File: src/source/inv_sbox.hex
// inverse s-box bytes, row is the high nibble of the index, column the low nibble
52 09 6a d5 30 36 a5 38 bf 40 a3 9e 81 f3 d7 fb
7c e3 39 82 9b 2f ff 87 34 8e 43 44 c4 de e9 cb
54 7b 94 32 a6 c2 23 3d ee 4c 95 0b 42 fa c3 4e
08 2e a1 66 28 d9 24 b2 76 5b a2 49 6d 8b d1 25
72 f8 f6 64 86 68 98 16 d4 a4 5c cc 5d 65 b6 92
6c 70 48 50 fd ed b9 da 5e 15 46 57 a7 8d 9d 84
90 d8 ab 00 8c bc d3 0a f7 e4 58 05 b8 b3 45 06
d0 2c 1e 8f ca 3f 0f 02 c1 af bd 03 01 13 8a 6b
3a 91 11 41 4f 67 dc ea 97 f2 cf ce f0 b4 e6 73
96 ac 74 22 e7 ad 35 85 e2 f9 37 e8 1c 75 df 6e
47 f1 1a 71 1d 29 c5 89 6f b7 62 0e aa 18 be 1b
fc 56 3e 4b c6 d2 79 20 9a db c0 fe 78 cd 5a f4
1f dd a8 33 88 07 c7 31 b1 12 10 59 27 80 ec 5f
60 51 7f a9 19 b5 4a 0d 2d e5 7a 9f 93 c9 9c ef
a0 e0 3b 4d ae 2a f5 b0 c8 eb bb 3c 83 53 99 61
17 2b 04 7e ba 77 d6 26 e1 69 14 63 55 21 0c 7d

File: src/source/aes_inv_pkg.sv
//----------------------------------------------------------------------
// shared definitions for the block decipher core
// widths of block, word, byte and round index
// round counts and key length select value
// controller state and update command enums
// path of the inverse s-box table
//----------------------------------------------------------------------

package aes_inv_pkg;

  //--------------------------------------------------------------------
  // datapath widths
  //--------------------------------------------------------------------
  // full block, one column word, one byte
  localparam int block_width = 128;
  localparam int word_width  = 32;
  localparam int byte_width  = 8;

  // round index width, holds up to 14
  localparam int round_width = 4;

  //--------------------------------------------------------------------
  // round counts and key length
  //--------------------------------------------------------------------
  localparam logic [round_width-1:0] rounds_128 = 4'd10;
  localparam logic [round_width-1:0] rounds_256 = 4'd14;

  // keylen value for the long key
  localparam logic key_256 = 1'b1;

  //--------------------------------------------------------------------
  // controller states
  //--------------------------------------------------------------------
  typedef enum logic [1:0] {
    ctrl_idle = 2'h0,
    ctrl_init = 2'h1,
    ctrl_sbox = 2'h2,
    ctrl_main = 2'h3
  } ctrl_state_t;

  // command from controller to datapath, one per cycle
  typedef enum logic [2:0] {
    upd_none  = 3'h0,
    upd_init  = 3'h1,
    upd_sbox  = 3'h2,
    upd_main  = 3'h3,
    upd_final = 3'h4
  } update_t;

  // inverse s-box contents, 16 bytes per line
  localparam string sbox_file = "/design/src/source/inv_sbox.hex";

endpackage

File: src/source/inv_sbox_word.sv
//----------------------------------------------------------------------
// inverse s-box substitution of one 32-bit word
// four parallel byte lookups into a 256-entry table
//----------------------------------------------------------------------

`timescale 1ns/1ps

module inv_sbox_word
  import aes_inv_pkg::*;
(
  input  logic [word_width-1:0] sboxw,
  output logic [word_width-1:0] new_sboxw
);

  // table rom, filled once from the hex file
  logic [byte_width-1:0] sbox_mem [0:255];

  initial
  begin
    $readmemh(sbox_file, sbox_mem);
  end

  // each byte lane looked up on its own, lane 0 is the lsb byte
  always_comb
  begin
    for (int i = 0; i < 4; i++)
    begin
      new_sboxw[i*byte_width +: byte_width] = sbox_mem[sboxw[i*byte_width +: byte_width]];
    end
  end

endmodule

File: src/source/inv_round_datapath.sv
//----------------------------------------------------------------------
// decipher block state register and round transforms
// init, word-wise s-box, main and final updates
// inverse shift rows, inverse mix columns, add round key
//----------------------------------------------------------------------

`timescale 1ns/1ps

module inv_round_datapath
  import aes_inv_pkg::*;
(
  input  logic                   clk,
  input  logic                   reset_n,
  input  logic                   zeroize,
  input  update_t                update,
  input  logic [1:0]             sword,
  input  logic [block_width-1:0] round_key,
  input  logic [block_width-1:0] block_msg,
  output logic [block_width-1:0] new_block
);

  //--------------------------------------------------------------------
  // gf(2^8) helpers for inverse mix columns
  //--------------------------------------------------------------------
  // multiply by x, reduce by the field polynomial
  function automatic logic [byte_width-1:0] gm2(input logic [byte_width-1:0] op);
    gm2 = {op[6:0], 1'b0} ^ (8'h1b & {8{op[7]}});
  endfunction

  function automatic logic [byte_width-1:0] gm8(input logic [byte_width-1:0] op);
    gm8 = gm2(gm2(gm2(op)));
  endfunction

  // 9, 11, 13 and 14 built from x, x^2 and x^3 terms
  function automatic logic [byte_width-1:0] gm09(input logic [byte_width-1:0] op);
    gm09 = gm8(op) ^ op;
  endfunction

  function automatic logic [byte_width-1:0] gm11(input logic [byte_width-1:0] op);
    gm11 = gm8(op) ^ gm2(op) ^ op;
  endfunction

  function automatic logic [byte_width-1:0] gm13(input logic [byte_width-1:0] op);
    gm13 = gm8(op) ^ gm2(gm2(op)) ^ op;
  endfunction

  function automatic logic [byte_width-1:0] gm14(input logic [byte_width-1:0] op);
    gm14 = gm8(op) ^ gm2(gm2(op)) ^ gm2(op);
  endfunction

  // one column through the inverse mix matrix
  function automatic logic [word_width-1:0] inv_mixw(input logic [word_width-1:0] w);
    logic [byte_width-1:0] b0;
    logic [byte_width-1:0] b1;
    logic [byte_width-1:0] b2;
    logic [byte_width-1:0] b3;
    b0 = w[31:24];
    b1 = w[23:16];
    b2 = w[15:8];
    b3 = w[7:0];
    inv_mixw = {gm14(b0) ^ gm11(b1) ^ gm13(b2) ^ gm09(b3),
                gm09(b0) ^ gm14(b1) ^ gm11(b2) ^ gm13(b3),
                gm13(b0) ^ gm09(b1) ^ gm14(b2) ^ gm11(b3),
                gm11(b0) ^ gm13(b1) ^ gm09(b2) ^ gm14(b3)};
  endfunction

  function automatic logic [block_width-1:0] inv_mixcolumns(input logic [block_width-1:0] d);
    inv_mixcolumns = {inv_mixw(d[127:96]), inv_mixw(d[95:64]),
                      inv_mixw(d[63:32]), inv_mixw(d[31:0])};
  endfunction

  //--------------------------------------------------------------------
  // row shift and key add
  //--------------------------------------------------------------------
  // row r of each column comes from the column r places to the left
  function automatic logic [block_width-1:0] inv_shiftrows(input logic [block_width-1:0] d);
    logic [word_width-1:0] w0;
    logic [word_width-1:0] w1;
    logic [word_width-1:0] w2;
    logic [word_width-1:0] w3;
    w0 = d[127:96];
    w1 = d[95:64];
    w2 = d[63:32];
    w3 = d[31:0];
    inv_shiftrows = {w0[31:24], w3[23:16], w2[15:8], w1[7:0],
                     w1[31:24], w0[23:16], w3[15:8], w2[7:0],
                     w2[31:24], w1[23:16], w0[15:8], w3[7:0],
                     w3[31:24], w2[23:16], w1[15:8], w0[7:0]};
  endfunction

  function automatic logic [block_width-1:0] add_round_key(input logic [block_width-1:0] d,
                                                           input logic [block_width-1:0] k);
    add_round_key = d ^ k;
  endfunction

  // state words, index 0 is the msb column
  logic [word_width-1:0]  block_w [4];
  logic [block_width-1:0] old_block;
  logic [block_width-1:0] block_new;
  logic [3:0]             word_we;
  logic [word_width-1:0]  sbox_in;
  logic [word_width-1:0]  sbox_out;

  assign old_block = {block_w[0], block_w[1], block_w[2], block_w[3]};
  assign new_block = old_block;

  // word under substitution
  assign sbox_in = block_w[sword];

  inv_sbox_word inv_sbox_word_i (
    .sboxw     (sbox_in),
    .new_sboxw (sbox_out)
  );

  //--------------------------------------------------------------------
  // next block value and word write enables
  //--------------------------------------------------------------------
  always_comb
  begin
    block_new = '0;
    word_we   = 4'h0;
    case (update)
      upd_init:
      begin
        block_new = inv_shiftrows(add_round_key(block_msg, round_key));
        word_we   = 4'hf;
      end
      upd_sbox:
      begin
        // only the selected word is written
        block_new      = {4{sbox_out}};
        word_we[sword] = 1'b1;
      end
      upd_main:
      begin
        block_new = inv_shiftrows(inv_mixcolumns(add_round_key(old_block, round_key)));
        word_we   = 4'hf;
      end
      upd_final:
      begin
        block_new = add_round_key(old_block, round_key);
        word_we   = 4'hf;
      end
      default:
      begin
        // idle, hold
        word_we = 4'h0;
      end
    endcase
  end

  // state register, zeroize wipes the block
  always_ff @(posedge clk or negedge reset_n)
  begin
    if (!reset_n)
    begin
      for (int i = 0; i < 4; i++)
        block_w[i] <= '0;
    end
    else if (zeroize)
    begin
      for (int i = 0; i < 4; i++)
        block_w[i] <= '0;
    end
    else
    begin
      for (int i = 0; i < 4; i++)
        if (word_we[i])
          block_w[i] <= block_new[(3-i)*word_width +: word_width];
    end
  end

  // message must be settled in the init cycle after acceptance
  init_msg_known: assert property (@(posedge clk) disable iff (!reset_n)
    (update == upd_init) |-> !$isunknown(block_msg));

endmodule

File: src/source/inv_round_ctrl.sv
//----------------------------------------------------------------------
// decipher sequencing fsm
// round counter, s-box word counter and ready flag
// update command decode from state and round count
//----------------------------------------------------------------------

`timescale 1ns/1ps

module inv_round_ctrl
  import aes_inv_pkg::*;
(
  input  logic                   clk,
  input  logic                   reset_n,
  input  logic                   zeroize,
  input  logic                   next_cmd,
  input  logic                   keylen,
  output logic                   ready,
  output logic [round_width-1:0] round,
  output update_t                update,
  output logic [1:0]             sword
);

  ctrl_state_t            state_reg;
  ctrl_state_t            state_new;
  logic [round_width-1:0] round_reg;
  logic [round_width-1:0] round_new;
  logic [1:0]             sword_reg;
  logic [1:0]             sword_new;
  logic                   ready_reg;
  logic                   ready_new;

  assign ready = ready_reg;
  assign round = round_reg;
  assign sword = sword_reg;

  //--------------------------------------------------------------------
  // next state and command decode
  //--------------------------------------------------------------------
  always_comb
  begin
    state_new = state_reg;
    round_new = round_reg;
    sword_new = sword_reg;
    ready_new = ready_reg;
    update    = upd_none;
    case (state_reg)
      ctrl_idle:
      begin
        // accept only here, next_cmd is ignored while busy
        if (next_cmd)
        begin
          round_new = (keylen == key_256) ? rounds_256 : rounds_128;
          ready_new = 1'b0;
          state_new = ctrl_init;
        end
      end
      ctrl_init:
      begin
        // key n applied here
        update    = upd_init;
        sword_new = 2'h0;
        state_new = ctrl_sbox;
      end
      ctrl_sbox:
      begin
        // one word per cycle, wraps back to 0 after word 3
        update    = upd_sbox;
        sword_new = sword_reg + 2'h1;
        if (sword_reg == 2'h3)
        begin
          round_new = round_reg - 1'b1;
          state_new = ctrl_main;
        end
      end
      ctrl_main:
      begin
        sword_new = 2'h0;
        if (round_reg != '0)
        begin
          update    = upd_main;
          state_new = ctrl_sbox;
        end
        else
        begin
          // last key add, result valid at the closing edge
          update    = upd_final;
          ready_new = 1'b1;
          state_new = ctrl_idle;
        end
      end
      default:
      begin
        state_new = ctrl_idle;
      end
    endcase
  end

  //--------------------------------------------------------------------
  // control registers
  //--------------------------------------------------------------------
  always_ff @(posedge clk or negedge reset_n)
  begin
    if (!reset_n)
    begin
      state_reg <= ctrl_idle;
      round_reg <= '0;
      sword_reg <= 2'h0;
      ready_reg <= 1'b1;
    end
    else if (zeroize)
    begin
      // back to the reset condition, any run in flight is dropped
      state_reg <= ctrl_idle;
      round_reg <= '0;
      sword_reg <= 2'h0;
      ready_reg <= 1'b1;
    end
    else
    begin
      state_reg <= state_new;
      round_reg <= round_new;
      sword_reg <= sword_new;
      ready_reg <= ready_new;
    end
  end

  // ready flag tracks the idle state on every edge
  ready_is_idle: assert property (@(posedge clk) disable iff (!reset_n)
    ready_reg == (state_reg == ctrl_idle));

  // datapath is never told to write while ready is shown
  idle_no_update: assert property (@(posedge clk) disable iff (!reset_n)
    ready |-> (update == upd_none));

  // counter stays within the long key range
  round_in_range: assert property (@(posedge clk) disable iff (!reset_n)
    round_reg <= rounds_256);

endmodule

File: src/source/aes_inv_cipher_core.sv
//----------------------------------------------------------------------
// block decipher core top level
// sequencing controller and round datapath
//----------------------------------------------------------------------

`timescale 1ns/1ps

module aes_inv_cipher_core
  import aes_inv_pkg::*;
(
  input  logic                   clk,
  input  logic                   reset_n,
  input  logic                   zeroize,
  input  logic                   next_cmd,
  input  logic                   keylen,
  input  logic [block_width-1:0] round_key,
  input  logic [block_width-1:0] block_msg,
  output logic [round_width-1:0] round,
  output logic [block_width-1:0] new_block,
  output logic                   ready
);

  // controller to datapath
  update_t    update;
  logic [1:0] sword;

  inv_round_ctrl inv_round_ctrl_i (
    .clk      (clk),
    .reset_n  (reset_n),
    .zeroize  (zeroize),
    .next_cmd (next_cmd),
    .keylen   (keylen),
    .ready    (ready),
    .round    (round),
    .update   (update),
    .sword    (sword)
  );

  // round key for the current round comes back from outside
  inv_round_datapath inv_round_datapath_i (
    .clk       (clk),
    .reset_n   (reset_n),
    .zeroize   (zeroize),
    .update    (update),
    .sword     (sword),
    .round_key (round_key),
    .block_msg (block_msg),
    .new_block (new_block)
  );

endmodule

File: config.mk
export PLATFORM = sky130hd
export DESIGN_NAME = aes_inv_cipher_core
export DESIGN_NICKNAME = d
export VERILOG_FILES = /design/src/source/aes_inv_pkg.sv /design/src/source/inv_sbox_word.sv /design/src/source/inv_round_datapath.sv /design/src/source/inv_round_ctrl.sv /design/src/source/aes_inv_cipher_core.sv
export SDC_FILE = /design/constraint.sdc
export NUM_CORES = 1
export LEC_CHECK = 0
export BUFFER_PORTS_ARGS = -buffer_cell sky130_fd_sc_hd__buf_2
export CORE_MARGIN = 2
export CORE_UTILIZATION = 52
export CTS_BUF_LIST = sky130_fd_sc_hd__clkbuf_16
export CTS_CLUSTER_SIZE = 12
export DETAILED_ROUTE_END_ITERATION = 12
export HOLD_SLACK_MARGIN = 0.12
export PLACE_DENSITY_LB_ADDON = 0.2
export SLEW_MARGIN = 10
export SYNTH_ARGS = -nofsm -noshare
export SYNTH_HDL_FRONTEND = slang
export SYNTH_SLANG_ARGS = --single-unit
File: constraint.sdc
create_clock -name clk -period 2.8 [get_ports clk]
set_input_delay 0.42 -clock clk [delete_from_list [all_inputs] [get_ports clk]]
set_output_delay 0.42 -clock clk [all_outputs]
set_load 0.05 [all_outputs]
# After elaboration in Yosys (flattened, before gate mapping)
# Cells that the tools add are included.
# word_totals
register_bits	137
in_bits	261
output_inout_bits	133
# op_classes
addsub	2
order_cmp	2
n_eq_ne	11
n_mux	27
n_bitwise	194
n_reduce_logical	15
# ops
cell	count
8-bit XOR	144
128-bit one-hot mux with 4 select lines	1
8-bit by 5-bit XOR with 8-bit output	48
128-bit XOR	2
128-bit 2-to-1 mux	1
32-bit 2-to-1 mux	4
4-bit one-hot mux with 2 select lines	2
4-bit 2-to-1 mux	3
2-bit 2-to-1 mux	5
3-bit one-hot mux with 3 select lines	1
3-bit nonzero test	3
2-bit one-hot mux with 4 select lines	1
2-bit nonzero test	4
2-bit == test (second input constant)	3
3-bit by 2-bit == test with 1-bit output (second input constant)	2
3-bit 2-to-1 mux	2
3-bit != test (second input constant)	2
3-bit AND reduction	2
1-bit 2-to-1 mux	4
2-bit one-hot mux with 2 select lines	1
4-bit nonzero test	1
4-bit by 1-bit subtractor with 4-bit output (second input constant)	1
3-bit by 1-bit == test with 1-bit output (second input constant)	1
3-bit == test (second input constant)	1
other kinds (12)	12

# Depth between registers and ports, before layout
# depth
word_depth	12
depth_mapped	9
depth_no_buf	8

# Modules after synthesis
# Synthesis repeated with hierarchy kept, for this count alone.
# hier_totals
cells_unflattened	2039
hier_area_um2	19386.1
# modules_own_cells
mod	instances	cells_each	area_per_inst_um2
inv_round_datapath	1	1951	18595.3
inv_round_ctrl	1	55	546.8
inv_sbox_word	1	33	244.0

# Worst setup path before layout
# OpenSTA, ideal clock, no wires.
# synth_path
path_type	flip-flop to flip-flop
from	register inv_round_datapath_i.block_w (netlist bit inv_round_datapath_i.new_block[6])
to	register inv_round_datapath_i.block_w (netlist bit inv_round_datapath_i.new_block[37])
setup_time_ps	126
arrival_ps	2740
path_slack_ps	-66
stages_incl_launch_ff	7
synth_period_minus_slack_ps	2866
path_cell_list	dfrtp_1 > xnor2_4 > xnor3_1 > xor2_1 > xnor3_1 > xnor3_1 > a221o_1
# synth_between
elab_chain_cells	10
# synth_rtl
element	line_no	rtl
from (decl)	inv_round_datapath.sv:97	logic [word_width-1:0] block_w [4];
from (signal, indexed assignment)	inv_round_datapath.sv:169	block_w[i] <= block_new[(3-i)*word_width +: word_width];
128-bit XOR	inv_round_datapath.sv:93	add_round_key = d ^ k;
8-bit by 5-bit XOR with 8-bit output (3 in a row)	inv_round_datapath.sv:27	gm2 = {op[6:0], 1'b0} ^ (8'h1b & {8{op[7]}});
8-bit XOR (2 in a row)	inv_round_datapath.sv:48	gm14 = gm8(op) ^ gm2(gm2(op)) ^ gm2(op);
8-bit XOR	inv_round_datapath.sv:64	gm11(b0) ^ gm13(b1) ^ gm09(b2) ^ gm14(b3)};
128-bit one-hot mux with 4 select lines	inv_round_datapath.sv:122	case (update)
32-bit 2-to-1 mux	inv_round_datapath.sv:168	if (word_we[i])
128-bit 2-to-1 mux	inv_round_datapath.sv:160	else if (zeroize)
# Every way passes these cells. The select of a mux whose other input is x is not followed.
# A chain may end at the register's enable or synchronous reset.

# Final worst setup path
# layout_path
from	register inv_round_datapath_i.block_w (netlist bit inv_round_datapath_i.new_block[39])
to	register inv_round_datapath_i.block_w (netlist bit inv_round_datapath_i.new_block[20])
# layout_between
elab_chain_cells	9
# layout_rtl
element	line_no	rtl
128-bit XOR	inv_round_datapath.sv:93	
8-bit by 5-bit XOR with 8-bit output (2 in a row)	inv_round_datapath.sv:27	
8-bit XOR (2 in a row)	inv_round_datapath.sv:44	gm13 = gm8(op) ^ gm2(gm2(op)) ^ op;
8-bit XOR	inv_round_datapath.sv:62	gm09(b0) ^ gm14(b1) ^ gm11(b2) ^ gm13(b3),
128-bit one-hot mux with 4 select lines	inv_round_datapath.sv:122	
32-bit 2-to-1 mux	inv_round_datapath.sv:168	
128-bit 2-to-1 mux	inv_round_datapath.sv:160	
# Every way passes these cells. The select of a mux whose other input is x is not followed.

==> reports/summary.txt <==
Relative max-transition margin -> 55.24%
Predominant post-synthesis flop cell -> dfrtp_1
Max frequency -> 368.3 MHz
Starting density of the core -> 52.93%
Number of global-route vias before repair -> 17,620
Global Route Usage Sum -> 43.58%
Fill cells -> 2,858
Die ar. -> 37,930 um2
Kind of critical path -> reg2reg
Endpoints failing setup -> 0
Num rows -> 69
Finished Core Util -> 68.36%
IO buf count -> 393
Grt ovf -> 0
Post-synth top area share -> 27.68%
Post-synthesis cell type count -> 48
Tot Pwr -> 16.45 mW
Syn_nets -> 2,041
Multi-input gate area -> 15,030 um2
Synth Register Bits -> 137
H-Tree Depth -> 4
Register area share after synthesis -> 18.13%
DRT Pass-1 Iters -> 5
Worst setup EP type -> flip-flop
Via density -> 6.146
Largest net degree at the start of global routing -> 95
Static Leak -> 11.52 nW
CP Max Fanout -> 5
Number of synthesized flops with an enable pin -> 0
Commonest cells post-synth -> xnor2_1, o21ai_0, xnor3_1
Global-route wire length before repair -> 120,000 um
Area Overhead vs Synth -> 29.14%
CTS buffer count -> 17
Post-Syn Area -> 18,920 um2
Most frequent cell after synthesis -> xnor2_1
Synth Area per Inst -> 10.66 um2
Max-slew violations -> 0
Pwr dens -> 673.1 nW/um2
Layout cells sized above 1 -> 33.66%
Hold Fails Final Rpt -> 0
CTS tree -> built
Core ar. -> 35,740 um2
Post-synth top area cell -> xnor2_1
Root buf cell -> clkbuf_16
Area contributors post-synth -> xnor2_1, dfrtp_1, xnor3_1
Num Clock Sinks -> 137
Yosys warning total -> 0
Worst IR Drop VDD -> 0.5200 mV
Setup crit start kind -> flip-flop
Max reg flops -> 128
I/O pin count -> 394
Mapped Cells -> 1,774
Clock latency on the worst-skew pair -> 460 ps
Routed len/inst -> 28.78 um
Fin crit share -> 96.96%
Setup Total Neg Slack -> 0 ps
Sequential cell area -> 3431 um2
Clock skew -> 16.67 ps
RSZ-0062 raised after global routing -> false
Ys async rst share -> 100.0%
Total number of vias -> 17,790
Initial antenna violation count -> 3
Worst Tran Pin Value -> 666.6 ps
Worst hold slack -> 270.6 ps
Die Width -> 194.7 um
Worst-path clk slew -> 70 ps
Clk buf depth -> 2
HP Class -> in2reg
CP required -> 3150 ps
Final #Nets -> 2,684
Die height -> 194.7 um
Post-route ant nets -> 0
WL final -> 83,300 um
Post-DP HPWL -> 65,910 um
WP data arrival -> 3070 ps
Max-cap viol count -> 0
Placed instance count -> 2,855
# DRC -> 0
Status -> completed
Layout Cells excl Fill -> 2,894
DRT iter0 DRCs -> 1,784
Min cycle time layout -> 2715 ps
GP Congestion -> 1.039
==> area by class of cell <==
class                           count  area share, %
Sequential cell                   137          14.04
Clock buffer                       17          1.741
Multi-Input combinational cell   1499          61.50
Clock inverter                     15         0.6503
Tap cell                          461          2.361
Inverter                           57         0.8757
Antenna cell                        3        0.03073
Timing Repair Buffer              705          18.80
==> placed cells by master, fill, tap and decap left out, types with 22 or more instances in the layout <==
master	count
dfrtp_1	135
nand2_1	50
o22ai_1	44
buf_4	289
buf_2	392
a21oi_1	25
o221ai_1	30
xnor3_1	150
a22oi_1	67
inv_1	58
xnor2_2	33
xnor2_1	597
buf_12	22
o32ai_1	47
o21ai_0	159
a32oi_1	24
xor2_1	110
a221o_1	28
==> stage by stage <==
step,instance area (um2),worst slack [ps]
2_1_floorplan,18920,22.59
3_3_place_gp,23790,-50.98
3_5_place_dp,23790,-67.84
4_1_cts,24390,5.925
5_1_grt,24430,21.34
6_report,24430,85.14
==> cells by family (layout without fill, tap and decap cells) <==
| logic type | count (synthesis) | count (layout) | synth area share (%) |
|---|---|---|---|
| AOI/OAI and AO/OA | 470 | 470 | 17.03 |
| other | 0 | 3 | 0 |
| adders and majority gates | 6 | 6 | 0.3968 |
| and+or+nand+nor | 82 | 82 | 1.838 |
| xor gates and xnor gates | 939 | 939 | 59.65 |
| DFF | 137 | 137 | 18.13 |
| muxes | 2 | 2 | 0.1058 |
| buffers and inverters | 138 | 794 | 2.857 |
==> worst paths after layout <==
path / cells after the start / slack, ps / end / from
worst min-delay path: 3 / 270 / inv_round_ctrl_i.round[2] / keylen
min in group asynchronous: 2 / 490 / inv_round_datapath_i.new_block[88] / reset_n
worst min register to register: 2 / 530 / inv_round_datapath_i.new_block[96] / inv_round_datapath_i.new_block[96]
max in group asynchronous: 4 / 1460 / inv_round_datapath_i.new_block[40] / reset_n
worst max register to register: 6 / 90 / inv_round_datapath_i.new_block[20] / inv_round_datapath_i.new_block[39]
worst max-delay path: 6 / 90 / inv_round_datapath_i.new_block[20] / inv_round_datapath_i.new_block[39]
==> report_power, final <==
part	switching, mW	total (mW)	internal [mW]
clock	1.05	2.44	1.39
sequential	0.0930	2.13	2.03
combinational	5.77	11.9	6.12
==> critical path: stages, from the launching register on <==
cell and delay (ps):
dfrtp_1 420, xnor2_2 200, xnor2_2 500, xor3_2 550
xor2_1 280, xnor3_1 390, o21ai_0 260
==> routing by layer <==
metal | vias to the layer above | share of wire (%) | GRT usage [%] | wire (um)
met5 | - | 0.018 | 0 | 15
met4 | 2 | 6.1 | 24.94 | 5101
met3 | 231 | 9.7 | 7.375 | 8095
met2 | 1222 | 45 | 68.38 | 37840
met1 | 8715 | 39 | 57.21 | 32250
li1 | 7617 | - | - | -
==> timing repair <==
action,4_1_cts,5_1_grt
resized for setup,0,2
setup buffers,0,3
hold endpoints to repair,47,0
hold buffers,1,0
endpoints found under the setup margin,0,2
No activity file was read; power rests on OpenSTA's default activity.
